File: src/rf_pkg.sv
package rf_pkg;

  // register file geometry
  localparam int DATA_W = 32;
  localparam int REGS   = 16;
  localparam int ADDR_W = $clog2(REGS);
  localparam int OP_W   = 3;

  typedef logic [DATA_W-1:0] rf_data_t;
  typedef logic [ADDR_W-1:0] rf_addr_t;
  typedef logic [OP_W-1:0]   rf_op_t;

  // opcodes, 6 and 7 decode as no-op
  localparam rf_op_t OP_LI  = 3'd0;  // rd = imm
  localparam rf_op_t OP_ADD = 3'd1;
  localparam rf_op_t OP_SUB = 3'd2;  // wraps mod 2^32
  localparam rf_op_t OP_AND = 3'd3;
  localparam rf_op_t OP_OR  = 3'd4;
  localparam rf_op_t OP_XOR = 3'd5;

endpackage

File: src/alu_writeback.sv
`timescale 1ns/1ps

module alu_writeback (
  input  logic             clk_i,
  input  logic             rst_n_i,

  // stage 1 from issue
  input  logic             s1_v_i,
  input  rf_pkg::rf_op_t   s1_op_i,
  input  rf_pkg::rf_addr_t s1_rd_i,
  input  rf_pkg::rf_data_t s1_imm_i,

  // operands from register file
  input  rf_pkg::rf_data_t r0_data_i,
  input  rf_pkg::rf_data_t r1_data_i,

  // write port
  output logic             w_v_o,
  output rf_pkg::rf_addr_t w_addr_o,
  output rf_pkg::rf_data_t w_data_o,

  // result report
  output logic             result_v_o,
  output rf_pkg::rf_addr_t result_rd_o,
  output rf_pkg::rf_data_t result_data_o
);

  import rf_pkg::*;

  rf_data_t alu_res;
  logic     alu_ok;

  always_comb
  begin
    alu_res = '0;
    alu_ok  = 1'b1;
    case (s1_op_i)
      OP_LI:   alu_res = s1_imm_i;
      OP_ADD:  alu_res = r0_data_i + r1_data_i;
      OP_SUB:  alu_res = r0_data_i - r1_data_i;  // wraps
      OP_AND:  alu_res = r0_data_i & r1_data_i;
      OP_OR:   alu_res = r0_data_i | r1_data_i;
      OP_XOR:  alu_res = r0_data_i ^ r1_data_i;
      default:
      begin
        alu_ok = 1'b0;
      end
    endcase
  end

  // write commits at the edge closing stage 1
  assign w_v_o    = s1_v_i & alu_ok;
  assign w_addr_o = s1_rd_i;
  assign w_data_o = alu_res;

  always_ff @(posedge clk_i)
  begin
    if (!rst_n_i)
    begin
      result_v_o <= 1'b0;
    end
    else
    begin
      result_v_o <= w_v_o;
    end
  end

  // result payload holds between strobes
  always_ff @(posedge clk_i)
  begin
    if (w_v_o)
    begin
      result_rd_o   <= s1_rd_i;
      result_data_o <= alu_res;
    end
  end

endmodule

File: src/op_issue.sv
`timescale 1ns/1ps

module op_issue (
  input  logic             clk_i,
  input  logic             rst_n_i,

  // incoming instruction
  input  logic             instr_v_i,
  input  rf_pkg::rf_op_t   instr_op_i,
  input  rf_pkg::rf_addr_t instr_rd_i,
  input  rf_pkg::rf_addr_t instr_rs1_i,
  input  rf_pkg::rf_addr_t instr_rs2_i,
  input  rf_pkg::rf_data_t instr_imm_i,

  // register file read requests
  output logic             r0_v_o,
  output rf_pkg::rf_addr_t r0_addr_o,
  output logic             r1_v_o,
  output rf_pkg::rf_addr_t r1_addr_o,

  // stage 1
  output logic             s1_v_o,
  output rf_pkg::rf_op_t   s1_op_o,
  output rf_pkg::rf_addr_t s1_rd_o,
  output rf_pkg::rf_data_t s1_imm_o
);

  import rf_pkg::*;

  logic needs_rs;  // opcode reads rs1 and rs2
  logic op_ok;     // opcode produces a result

  always_comb
  begin
    needs_rs = 1'b0;
    op_ok    = 1'b1;
    case (instr_op_i)
      OP_LI:
      begin
        needs_rs = 1'b0;
      end
      OP_ADD, OP_SUB, OP_AND, OP_OR, OP_XOR:
      begin
        needs_rs = 1'b1;
      end
      default:
      begin
        op_ok = 1'b0;
      end
    endcase
  end

  // reads go out in the same cycle the instruction is sampled
  assign r0_v_o    = instr_v_i & needs_rs;
  assign r1_v_o    = instr_v_i & needs_rs;
  assign r0_addr_o = instr_rs1_i;
  assign r1_addr_o = instr_rs2_i;

  // no-ops never reach stage 1
  always_ff @(posedge clk_i)
  begin
    if (!rst_n_i)
    begin
      s1_v_o <= 1'b0;
    end
    else
    begin
      s1_v_o <= instr_v_i & op_ok;
    end
  end

  // payload lines up with read data
  always_ff @(posedge clk_i)
  begin
    if (instr_v_i)
    begin
      s1_op_o  <= instr_op_i;
      s1_rd_o  <= instr_rd_i;
      s1_imm_o <= instr_imm_i;
    end
  end

endmodule

File: src/rf_2r1w_sync.sv
`timescale 1ns/1ps

module rf_2r1w_sync #(
  parameter int read_write_same_addr_p = 0
) (
  input  logic             clk_i,

  input  logic             w_v_i,
  input  rf_pkg::rf_addr_t w_addr_i,
  input  rf_pkg::rf_data_t w_data_i,

  input  logic             r0_v_i,
  input  rf_pkg::rf_addr_t r0_addr_i,
  output rf_pkg::rf_data_t r0_data_o,

  input  logic             r1_v_i,
  input  rf_pkg::rf_addr_t r1_addr_i,
  output rf_pkg::rf_data_t r1_data_o
);

  import rf_pkg::*;

  localparam int N_RD = 2;

  // storage, no reset on the array
  rf_data_t mem [REGS];

  logic     r_v    [N_RD];
  rf_addr_t r_addr [N_RD];
  rf_data_t r_data [N_RD];

  // fold the two read ports into arrays
  assign r_v[0]    = r0_v_i;
  assign r_v[1]    = r1_v_i;
  assign r_addr[0] = r0_addr_i;
  assign r_addr[1] = r1_addr_i;

  assign r0_data_o = r_data[0];
  assign r1_data_o = r_data[1];

  // single write port
  always_ff @(posedge clk_i)
  begin
    if (w_v_i)
    begin
      mem[w_addr_i] <= w_data_i;
    end
  end

  for (genvar p = 0; p < N_RD; p++)
  begin : g_rd
    logic fwd;

    // write-first on same address when enabled
    assign fwd = (read_write_same_addr_p != 0) && w_v_i && (w_addr_i == r_addr[p]);

    // output holds while strobe is low
    always_ff @(posedge clk_i)
    begin
      if (r_v[p])
      begin
        if (fwd)
        begin
          r_data[p] <= w_data_i;
        end
        else
        begin
          r_data[p] <= mem[r_addr[p]];
        end
      end
    end
  end

endmodule

File: src/rf_exec_top.sv
`timescale 1ns/1ps

module rf_exec_top #(
  parameter int read_write_same_addr_p = 1
) (
  input  logic             clk_i,
  input  logic             rst_n_i,

  input  logic             instr_v_i,
  input  rf_pkg::rf_op_t   instr_op_i,
  input  rf_pkg::rf_addr_t instr_rd_i,
  input  rf_pkg::rf_addr_t instr_rs1_i,
  input  rf_pkg::rf_addr_t instr_rs2_i,
  input  rf_pkg::rf_data_t instr_imm_i,

  output logic             result_v_o,
  output rf_pkg::rf_addr_t result_rd_o,
  output rf_pkg::rf_data_t result_data_o
);

  import rf_pkg::*;

  // read requests
  logic     r0_v;
  logic     r1_v;
  rf_addr_t r0_addr;
  rf_addr_t r1_addr;
  rf_data_t r0_data;
  rf_data_t r1_data;

  // stage 1
  logic     s1_v;
  rf_op_t   s1_op;
  rf_addr_t s1_rd;
  rf_data_t s1_imm;

  // writeback
  logic     w_v;
  rf_addr_t w_addr;
  rf_data_t w_data;

  op_issue u_issue (
    .clk_i       (clk_i),
    .rst_n_i     (rst_n_i),
    .instr_v_i   (instr_v_i),
    .instr_op_i  (instr_op_i),
    .instr_rd_i  (instr_rd_i),
    .instr_rs1_i (instr_rs1_i),
    .instr_rs2_i (instr_rs2_i),
    .instr_imm_i (instr_imm_i),
    .r0_v_o      (r0_v),
    .r0_addr_o   (r0_addr),
    .r1_v_o      (r1_v),
    .r1_addr_o   (r1_addr),
    .s1_v_o      (s1_v),
    .s1_op_o     (s1_op),
    .s1_rd_o     (s1_rd),
    .s1_imm_o    (s1_imm)
  );

  rf_2r1w_sync #(
    .read_write_same_addr_p (read_write_same_addr_p)
  ) u_rf (
    .clk_i     (clk_i),
    .w_v_i     (w_v),
    .w_addr_i  (w_addr),
    .w_data_i  (w_data),
    .r0_v_i    (r0_v),
    .r0_addr_i (r0_addr),
    .r0_data_o (r0_data),
    .r1_v_i    (r1_v),
    .r1_addr_i (r1_addr),
    .r1_data_o (r1_data)
  );

  alu_writeback u_alu (
    .clk_i         (clk_i),
    .rst_n_i       (rst_n_i),
    .s1_v_i        (s1_v),
    .s1_op_i       (s1_op),
    .s1_rd_i       (s1_rd),
    .s1_imm_i      (s1_imm),
    .r0_data_i     (r0_data),
    .r1_data_i     (r1_data),
    .w_v_o         (w_v),
    .w_addr_o      (w_addr),
    .w_data_o      (w_data),
    .result_v_o    (result_v_o),
    .result_rd_o   (result_rd_o),
    .result_data_o (result_data_o)
  );

endmodule

File: config.mk
export PLATFORM = sky130hd
export DESIGN_NAME = rf_exec_top
export DESIGN_NICKNAME = d
export VERILOG_FILES = /design/src/rf_pkg.sv /design/src/alu_writeback.sv /design/src/op_issue.sv /design/src/rf_2r1w_sync.sv /design/src/rf_exec_top.sv
export SDC_FILE = /design/constraint.sdc
export NUM_CORES = 1
export LEC_CHECK = 0
export BUFFER_PORTS_ARGS = -buffer_cell sky130_fd_sc_hd__buf_2
export CORE_UTILIZATION = 43
export DETAILED_ROUTE_END_ITERATION = 8
export PLACE_DENSITY = 0.66
export SYNTH_ARGS = -nofsm -noshare
export SYNTH_HDL_FRONTEND = slang
export SYNTH_HIERARCHICAL = 1
export SYNTH_SLANG_ARGS = --single-unit
File: constraint.sdc
create_clock -name clk_i -period 8.1 [get_ports clk_i]
set_clock_uncertainty 0.1 [all_clocks]
set_input_delay 2.025 -clock clk_i [delete_from_list [all_inputs] [get_ports clk_i]]
set_output_delay 2.025 -clock clk_i [all_outputs]
set_load 0.005 [all_outputs]
======== Word level (Yosys, flattened, before mapping) ========
Memory sizes are Yosys's and may differ from the RTL's.
Cells that the tools add are included.
W data, S select, Z words.
operators by class
  divide/modulo/power cells ............... 0
  reductions and logical operators ........ 7
  add/subtract/negate cells ............... 2
  equality and inequality tests ........... 12
  multiplexer cells ....................... 20
  $mul .................................... 0
  order comparisons ....................... 0
  bitwise gates (word level) .............. 8
  shift-type cells ........................ 0
operators with widths
  kind                  number
  $pmux W32 S6          1
  $mux W32              2
  $add A32 B32 Y32      1
  $and A32 B32 Y32      1
  $or A32 B32 Y32       1
  $sub A32 B32 Y32      1
  $xor A32 B32 Y32      1
  $mux W1               17
  $eq A3 B2 Y1 const B  4
  $eq A3 B3 Y1 const B  4
  $reduce_or A6 Y1      2
  $eq A4 B4 Y1          2
  $eq A3 B1 Y1 const B  2
  $logic_not A3 Y1      2
  $reduce_or A5 Y1      1
  $and A1 B1 Y1         3
  $logic_and A1 B1 Y1   2
  $or A1 B1 Y1          2
storage, ports and cells
  logic and storage cells ................. 58
  ROM bits ................................ 0
  register bits after elaboration ......... 77
  output and inout bits ................... 37
  memories kept ........................... 2
  bits in latches ......................... 0
  memory bits (writable) .................. 576
memory list
  memory       words  bits a word  read ports  clocked after Yosys merged registers in  wr ports  line                RTL
  u_rf.mem     16     32           2           0                                        1         rf_2r1w_sync.sv:26  rf_data_t mem [REGS];
  u_rf.r_data  2      32           2           0                                        2         rf_2r1w_sync.sv:30  rf_data_t r_data [N_RD];

======== Longest topological paths before layout ========
Gate-level depths: netlist of the first run.
  depth in word-level cells ............... 9
  depth in mapped cells ................... 18
  mapped depth without buffers ............ 17

======== Hierarchy ========
Netlist of the first run, hierarchy kept.
modules (own cells, without submodules)
  module         seq. area each (um^2)  instances  cells an instance  area each (um^2)
  rf_2r1w_sync   17,296.6               1          1,234              25,813.5
  alu_writeback  1,101.1                1          633                5,307.6
  op_issue       1,191.1                1          52                 1,285.0

======== Worst setup path after synthesis of the first run ========
OpenSTA, ideal clock, no wires.
  path kind ............................... reg2reg
  from .................................... register u_issue.s1_op_o[2]
  to ...................................... memory u_rf/mem[8][0] in the netlist's numbering, enable pin
  cell stages (with the launch flop) ...... 5
  required time ........................... 7.498 ns
  slack ................................... 0.283 ns
  arrival ................................. 7.215 ns
  clock period less this slack ............ 7.817 ns
  buffers on the path ..................... 1
  cells stage by stage .................... edfxtp_1 -> clkbuf_1 -> a21boi_0 -> nand2_1 -> nor4_1
between the ends
  cells in the longest elaborated chain, start to end .. 6
  elaborated cells between the ends (all ways) .. 11
  those cells by class .................... 5 x eq/ne; 3 x mux; 1 x bitwise; 2 x reduce/logical
RTL lines
  element                                     line                 RTL
  start: declaration                          op_issue.sv:23       output rf_pkg::rf_op_t s1_op_o,
  start signal: assignment                    op_issue.sv:77       s1_op_o <= instr_op_i;
  $eq A3 B1 Y1, or another cell as far along  alu_writeback.sv:37  case (s1_op_i)
  $reduce_or A6 Y1 (no line) (*)              -
  $mux W1 (*)                                 alu_writeback.sv:37
  $and A1 B1 Y1 (*)                           alu_writeback.sv:52  assign w_v_o = s1_v_i & alu_ok;
  named net w_v                               rf_exec_top.sv:38    logic w_v;
  $mux W1 (*)                                 rf_2r1w_sync.sv:44   if (w_v_i)
  $mux W1 (not written as such) (*)           rf_2r1w_sync.sv:46   mem[w_addr_i] <= w_data_i;
  end: declaration                            rf_2r1w_sync.sv:26
Mark *: on every way through the listed nets, which the timed path passes. The rest lies on a longest branch.

==> metrics.cfg, run 1 <==
[timing]
grt_setup_unrepaired=false
fin_setup_tns_ns=0
finalHoldViolCount=0
fin_crit_ns=6.02
max_slew_violations=0
final.period_utilization_pct=74.4
worst-slew-pin-transition_ns=1.31
relative_max_transition_margin_pct=12.1
fmax_mhz=166
setup_viol=0

[layout]
final_core_util_pct=48.9
multi_input_comb_area_mm2=0.0120
layout-area-overhead-vs-synth_pct=12.4
nets=2152
layout.cells.non_filler=3030
final_layout_size_suffix_gt1_share_pct=29.7
fill_cell_instance_count_of_the_final_layout=6033
area.sequential_mm2=0.0196
final_cell_area_mm2=0.0364
num_antenna_cells=0

[routing]
wl_per_cell_um=29.0
first_pass_iters=6
initialDrtViolationCount=2089
finalWirelength_mm=88.0
vias_per_cell=6.31
ant_nets=0
drc_errors=0
vias=19100

[yosys]
async_sr_flop_fraction_pct=0
synth_seq_cells=653
mappedNetlistArea_mm2=0.0324
synthDominantAreaCellType=sky130_fd_sc_hd__edfxtp_1
dominant_register_cell_in_the_synthesized_netlist=sky130_fd_sc_hd__edfxtp_1
syn_nets=2066
synth_enable_flop_cells=651
synth.top_cell.area_share_pct=60.3
synth_top_cells_by_area=sky130_fd_sc_hd__edfxtp_1, sky130_fd_sc_hd__mux4_2, sky130_fd_sc_hd__ha_1, sky130_fd_sc_hd__a22oi_1, sky130_fd_sc_hd__mux2_2
post_synth.cell_area_avg_um2=16.9
seq_total_area_yosys_pct=60.4
ys.warnings.count=6
post_synth_num_cell_types=62
synth_cells=1919

[clocking]
cts_stage_hold_buffer_count=0
cts.htree.levels=3
post-cts-setup-buffer-count=0
cts.root.buffer_cell=sky130_fd_sc_hd__clkbuf_16
worst_setup_hold_path_clk_slew_ns=0.06
ctsLongestPathBuffers=3
cts_tree=done
clock_insertion_delay_worst_skew_ns=0.63
cts-resized-gates=0
tritoncts_buffers=73
numClockSinks=653

[global_route]
largest_net_degree_at_the_start_of_global_routing=79
grt_antenna_before_repair=1
grt_pass1_vias=20000
grt-ovfl-total=0
globalRouteTotalUtil_pct=23.2
wire_length_of_the_first_global_routing_pass_mm=130

[floorplan]
floorplan.initialDensity_pct=43.5
design.die.area_mm2=0.0765
floorplan.die.height_um=277
die_w_um=277
ioPinCount=87
core_region_area_mm2=0.0744
fp-row-count=100

[critical_path]
crit_required_ns=8.48
critPathTopFamily=compound AO/OA/AOI/OAI gates
path_depth=15
timing.critical_path.fanout_max=19
timing.critical_path.slowest_stage_cell=sky130_fd_sc_hd__o21ai_1
critical_path.cell_chain=nand2b_1 > nand2b_1 > o21ai_0 > inv_1 > ha_1 > nor2b_4 > o2111a_1 > o41a_1 > a2111oi_4 > nor2_1 > a41o_1 > a41oi_1 > xor2_1 > o21ai_1 > mux2_2
number_of_buffer_and_inverter_stages_on_the_critical_path=1
reg2regPathDepth=15
endpoint_kind=flip-flop
critical_setup_path_class=reg2reg
cpMostUsedCell=sky130_fd_sc_hd__nand2b_1
worst-endpoint-arrival_ns=6.41
critical_path.startpoint_type=flip-flop
critPathMaxStageDelay_ns=0.96

[flow_run]
maxCapViolCount=0

[power_and_ir_drop]
max-vdd-ir-drop_mv=0.176
p_leak_nw=12.4
power.density_cell_area_mw_per_mm2=246

[status]
status=complete, no violations

[placement]
global_placer_s_final_weighted_congestion=0.944
place.port_buffers=86
post-place-cells=2892
place_hpwl_mm=50.7
placed_area_mm2=0.0340

[hold_path]
timing.hold.worst_path_depth=1
worstHoldPathType=reg2reg

-- Yosys cell counts (24+ instances only) --
master                     instances
sky130_fd_sc_hd__edfxtp_1        651
sky130_fd_sc_hd__mux4_2          256
sky130_fd_sc_hd__a22oi_1         157
sky130_fd_sc_hd__nand2_1         103
sky130_fd_sc_hd__ha_1             96
sky130_fd_sc_hd__clkbuf_1         76
sky130_fd_sc_hd__inv_1            73
sky130_fd_sc_hd__mux2_2           64
sky130_fd_sc_hd__a21oi_1          57
sky130_fd_sc_hd__nor2_1           51
sky130_fd_sc_hd__xnor2_1          47
sky130_fd_sc_hd__o211ai_1         30
sky130_fd_sc_hd__buf_4            24
-- layout make-up --
cell class / count / area share (%)
well taps: 969 / 3.33
multi-input cells: 1056 / 33.0
clock inverters: 42 / 1.17
repair buffers: 148 / 2.66
inverters: 73 / 0.752
flip-flops and latches: 653 / 53.8
clock buffers: 89 / 5.33
-- flip-flops by register name, summed over array words and instances, names as in the netlist --
register,flops
u_rf/mem,512
u_rf/r_data,64
u_alu/result_data_o,32
u_issue/s1_imm_o,32
u_alu/result_rd_o,4
u_issue/s1_rd_o,4
u_issue/s1_op_o,3
u_alu/result_v_o,1
u_issue/s1_v_o,1
-- power breakdown --
group	internal, W	total, W	switching [W]
Sequential	0.00410	0.00419	0.0000918
Clock	0.00194	0.00329	0.00135
Combinational	0.000566	0.00149	0.000921
-- worst register-to-register path, stage by stage (launching register included) --
cell and delay (ns):
sky130_fd_sc_hd__edfxtp_1 0.52, sky130_fd_sc_hd__nand2b_1 0.27, sky130_fd_sc_hd__nand2b_1 0.54, sky130_fd_sc_hd__o21ai_0 0.53
sky130_fd_sc_hd__inv_1 0.10, sky130_fd_sc_hd__ha_1 0.30, sky130_fd_sc_hd__nor2b_4 0.13, sky130_fd_sc_hd__o2111a_1 0.25
sky130_fd_sc_hd__o41a_1 0.46, sky130_fd_sc_hd__a2111oi_4 0.44, sky130_fd_sc_hd__nor2_1 0.17, sky130_fd_sc_hd__a41o_1 0.35
sky130_fd_sc_hd__a41oi_1 0.32, sky130_fd_sc_hd__xor2_1 0.12, sky130_fd_sc_hd__o21ai_1 0.96, sky130_fd_sc_hd__mux2_2 0.32
-- metal layers --
layer,GRT usage (%),part of all wire [%]
met3,3.41,7.5
met2,39.3,50
met1,30.4,40
met4,8.41,3.1
met5,0,0
-- final timing paths --
check | slack, ns | end | from
max reg2reg | 2.08 | u_rf/r_data[1][29] | u_issue/s1_op_o[2]
min reg2reg | 0.61 | u_alu/result_rd_o[1] | u_issue/s1_v_o
max | 2.08 | u_rf/r_data[1][29] | u_issue/s1_op_o[2]
min | 0.61 | u_alu/result_rd_o[1] | u_issue/s1_v_o
-- kinds of logic (layout without fill, tap and decap cells) --
group	count (synthesis)	in the layout	synth area share, %
AO/OA/AOI/OAI	336	336	7.46
flip-flops	653	653	60.4
XOR/XNOR	66	66	1.78
multiplexers	323	323	20.1
adder cells (fa/ha/maj)	97	97	3.77
AND/OR/NAND/NOR	234	234	3.32
buffers and inverters	210	352	3.12
-- cells in the final DEF, fill, tap and decap left out, types with 11 or more instances in the layout --
cell type	instances
sky130_fd_sc_hd__a21o_1	18
sky130_fd_sc_hd__a21oi_1	57
sky130_fd_sc_hd__a22oi_1	157
sky130_fd_sc_hd__buf_2	82
sky130_fd_sc_hd__buf_4	60
sky130_fd_sc_hd__clkbuf_1	13
sky130_fd_sc_hd__clkbuf_16	75
sky130_fd_sc_hd__clkinv_1	17
sky130_fd_sc_hd__edfxtp_1	651
sky130_fd_sc_hd__ha_1	96
sky130_fd_sc_hd__inv_1	73
sky130_fd_sc_hd__mux2_2	64
sky130_fd_sc_hd__mux4_2	256
sky130_fd_sc_hd__nand2_1	103
sky130_fd_sc_hd__nand2b_1	11
sky130_fd_sc_hd__nand3_1	11
sky130_fd_sc_hd__nor2_1	41
sky130_fd_sc_hd__o211ai_1	30
sky130_fd_sc_hd__o21ai_0	18
sky130_fd_sc_hd__xnor2_1	47
sky130_fd_sc_hd__xor2_1	19
-- stage by stage --
step                setup slack, ns  total power (W)  hold slack [ns]
floorplan                     0.283          0.00524            0.328
global placement               2.29          0.00568            0.605
detailed placement             2.11          0.00572            0.611
CTS                            2.05          0.00901            0.603
global route                   1.76          0.00928            0.620
finish                         2.08          0.00896            0.608
Note: power is estimated with default switching activity, not from simulation.
==> run 2, diff against run 1 <==
--- a/config.mk
+++ b/config.mk
@@ -8,7 +8,7 @@
 export BUFFER_PORTS_ARGS = -buffer_cell sky130_fd_sc_hd__buf_2
 export CORE_UTILIZATION = 43
 export DETAILED_ROUTE_END_ITERATION = 8
-export PLACE_DENSITY = 0.66
+export PLACE_DENSITY = 0.63
 export SYNTH_ARGS = -nofsm -noshare
 export SYNTH_HDL_FRONTEND = slang
 export SYNTH_HIERARCHICAL = 1
==> constraint.sdc (replaced) <==
create_clock -name clk_i -period 6.2 [get_ports clk_i]
set_clock_uncertainty 0.1 [all_clocks]
set_input_delay 1.55 -clock clk_i [delete_from_list [all_inputs] [get_ports clk_i]]
set_output_delay 1.55 -clock clk_i [all_outputs]
set_load 0.005 [all_outputs]
==> metrics.cfg, run 2 (synthesis gave the netlist of run 1 again) <==
[status]
status=complete, no violations  ; unchanged

[hold_path]
timing.hold.worst_path_depth=1  ; unchanged
hold_end=u_alu/result_rd_o[1]  ; unchanged
min-delay-start=u_issue/s1_v_o  ; unchanged
worstHoldPathType=reg2reg  ; unchanged

[flow_run]
maxCapViolCount=0  ; unchanged

[floorplan]
floorplan.initialDensity_pct=43.5  ; unchanged
ioPinCount=87  ; unchanged
design.die.area_mm2=0.0765  ; unchanged
fp-row-count=100  ; unchanged
core_region_area_mm2=0.0744  ; unchanged
die_w_um=277  ; unchanged
floorplan.die.height_um=277  ; unchanged

[placement]
global_placer_s_final_weighted_congestion=0.930  ; was 0.944
place.port_buffers=86  ; unchanged
placed_area_mm2=0.0341  ; was 0.0340 mm2
place_worst_setup_slack_ns=0.698  ; was 2.11 ns
place_hpwl_mm=53.6  ; was 50.7 mm

[global_route]
grt-ovfl-total=0  ; unchanged
grt_pass1_vias=19700  ; was 20,000
wire_length_of_the_first_global_routing_pass_mm=134  ; was 130 mm
largest_net_degree_at_the_start_of_global_routing=85  ; was 79
grt_antenna_before_repair=0  ; was 1
globalRouteTotalUtil_pct=24.0  ; was 23.2%

[critical_path]
critical_setup_path_class=reg2reg  ; unchanged
critical_path.startpoint_type=flip-flop  ; unchanged
worst-endpoint-arrival_ns=5.96  ; was 6.41 ns
reg2regPathDepth=17  ; was 15
crit_required_ns=6.57  ; was 8.48 ns
crit-reg2reg-capture=u_rf/r_data[1][27]  ; was u_rf/r_data[1][29]
crit-reg2reg-launch=u_rf/r_data[1][7]  ; was u_issue/s1_op_o[2]
worst-r2r-setup-slack_ns=0.60  ; was 2.08 ns
endpoint_kind=flip-flop  ; unchanged
timing.critical_path.fanout_max=19  ; unchanged

[timing]
max_slew_violations=0  ; unchanged
fin_crit_ns=5.60  ; was 6.02 ns
relative_max_transition_margin_pct=13.5  ; was 12.1%
grt_setup_unrepaired=false  ; unchanged
worst-slew-pin-transition_ns=1.29  ; was 1.31 ns
final.period_utilization_pct=90.3  ; was 74.4%
fmax_mhz=179  ; was 166 MHz
setup_slack_ns=0.601  ; was 2.08 ns
fin_setup_tns_ns=0  ; unchanged
finalHoldViolCount=0  ; unchanged
setup_viol=0  ; unchanged

[power_and_ir_drop]
overall_power_w=0.0114  ; was 0.00896 W
combinational_group_share_of_total_power_pct=17.5  ; was 16.6%
internal-power_w=0.00832  ; was 0.00660 W
netSwitchingFraction_pct=27.3  ; was 26.4%
power.density_cell_area_mw_per_mm2=316  ; was 246 mW/mm2
p_seq_share_pct=47.9  ; was 46.7%
clock_power_share_pct=34.6  ; was 36.7%
p_leak_nw=12.4  ; about the same
max-vdd-ir-drop_mv=0.236  ; was 0.176 mV
switching_power_w=0.00313  ; was 0.00236 W

[layout]
layout-area-overhead-vs-synth_pct=11.9  ; was 12.4%
fill_cell_instance_count_of_the_final_layout=6061  ; was 6,033
final_core_util_pct=48.7  ; was 48.9%
register_with_the_most_flip_flops=u_rf/mem  ; unchanged
largest_register_ff_count=512  ; unchanged
largest_registers_in_the_final_layout=u_rf/mem: 512 flops, u_rf/r_data: 64 flops  ; unchanged
final_cell_area_mm2=0.0363  ; was 0.0364 mm2
nets=2158  ; was 2,152
final_layout_size_suffix_gt1_share_pct=30.0  ; was 29.7%
final_common_cell=sky130_fd_sc_hd__edfxtp_1  ; unchanged
mostFrequentLayoutCells=sky130_fd_sc_hd__edfxtp_1, sky130_fd_sc_hd__mux4_2, sky130_fd_sc_hd__a22oi_1  ; unchanged
num_antenna_cells=0  ; unchanged

[clocking]
worst_setup_hold_path_clk_slew_ns=0.07  ; was 0.06 ns
cts_tree=done  ; unchanged
ctsLongestPathBuffers=3  ; unchanged
numClockSinks=653  ; unchanged
cts.root.buffer_cell=sky130_fd_sc_hd__clkbuf_16  ; unchanged
cts-resized-gates=0  ; unchanged
cts_stage_hold_buffer_count=0  ; unchanged
post-cts-setup-buffer-count=0  ; unchanged
tritoncts_buffers=70  ; was 73
clock_insertion_delay_worst_skew_ns=0.62  ; was 0.63 ns
cts.htree.levels=3  ; unchanged

[routing]
vias_per_cell=6.37  ; was 6.31
first_pass_iters=5  ; was 6
vias=19300  ; was 19,100
finalWirelength_mm=91.4  ; was 88.0 mm
drc_errors=0  ; unchanged
ant_nets=0  ; unchanged
wl_per_cell_um=30.2  ; was 29.0 um
initialDrtViolationCount=2057  ; was 2,089

==> run 2: changes by cell type in the layout (fill, tap and decap cells not counted), moves of 3 or more <==
cell	previous run	this run
sky130_fd_sc_hd__bufinv_16	7	2
sky130_fd_sc_hd__clkinv_2	8	13
sky130_fd_sc_hd__clkbuf_16	75	72
sky130_fd_sc_hd__clkbuf_1	13	9
sky130_fd_sc_hd__clkinvlp_4	1	8
sky130_fd_sc_hd__clkinv_1	17	14
sky130_fd_sc_hd__buf_4	60	68
==> run 2: how the worst max path moves through the flow <==
| stage | slack, ns | end | cells after the start | from |
|---|---|---|---|---|
| 2_1_floorplan | 0.35 | u_rf/mem[10][0] | 4 | u_issue/s1_op_o[2] |
| 3_3_place_gp | 0.94 | u_rf/r_data[1][27] | 15 | u_issue/s1_op_o[2] |
| 3_5_place_dp | 0.70 | u_rf/r_data[0][25] | 18 | u_rf/r_data[1][7] |
| 4_1_cts | 0.63 | u_rf/r_data[0][25] | 18 | u_rf/r_data[1][7] |
| 5_1_grt | 0.34 | u_rf/r_data[1][27] | 17 | u_rf/r_data[1][7] |
| 6_report | 0.60 | u_rf/r_data[1][27] | 17 | u_rf/r_data[1][7] |
==> run 2: cell type report <==
class / instances / area, um2 / share of cell area, %
clock buffer: 81 / 1840 / 5.06
multi-input combinational: 1056 / 12000 / 33.1
timing repair buffer: 157 / 1050 / 2.89
clock inverter: 41 / 292 / 0.804
tap: 969 / 1210 / 3.34
sequential: 653 / 19600 / 54.0
inverter: 73 / 274 / 0.755
==> run 2: layer usage <==
metal | global-route usage (%) | part of all wire (%) | up-vias
met5 | 0 | 0 | -
met4 | 7.66 | 2.8 | 0
met3 | 3.29 | 7.2 | 166
met2 | 40.0 | 49 | 883
met1 | 32.6 | 41 | 10200
li1 | - | - | 8045
==> run 2: power groups by stage <==
| stage | clock [W] | combinational, W | sequential [W] |
|---|---|---|---|
| 2_1_floorplan | 0 | 0.00134 | 0.00551 |
| 3_3_place_gp | 0 | 0.00193 | 0.00557 |
| 3_5_place_dp | 0 | 0.00198 | 0.00557 |
| 4_1_cts | 0.00404 | 0.00199 | 0.00548 |
| 5_1_grt | 0.00419 | 0.00217 | 0.00549 |
| 6_report | 0.00396 | 0.00200 | 0.00548 |
==> run 2: critical path: stages, from the launching register on <==
cell and delay (ns):
sky130_fd_sc_hd__edfxtp_1 0.42, sky130_fd_sc_hd__or3_1 0.42, sky130_fd_sc_hd__nor3_1 0.28, sky130_fd_sc_hd__nand4_1 0.28
sky130_fd_sc_hd__nor4_2 0.28, sky130_fd_sc_hd__buf_4 0.19, sky130_fd_sc_hd__nor2_1 0.05, sky130_fd_sc_hd__xnor2_1 0.13
sky130_fd_sc_hd__ha_1 0.38, sky130_fd_sc_hd__nand2_1 0.12, sky130_fd_sc_hd__or3_1 0.42, sky130_fd_sc_hd__o221ai_1 0.26
sky130_fd_sc_hd__o21ba_2 0.23, sky130_fd_sc_hd__o21ai_2 0.19, sky130_fd_sc_hd__a311o_1 0.28, sky130_fd_sc_hd__xnor2_1 0.09
sky130_fd_sc_hd__o211ai_1 1.01, sky130_fd_sc_hd__mux2_2 0.32
==> run 2: stage by stage <==
| step | cells | hold slack (ns) |
|---|---|---|
| after detailed placement | 2906 | 0.549 |
| after global placement | 2906 | 0.564 |
| after global routing | 3030 | 0.572 |
| after CTS | 3028 | 0.569 |
| final | 3030 | 0.587 |
| after floorplan | 1919 | 0.328 |
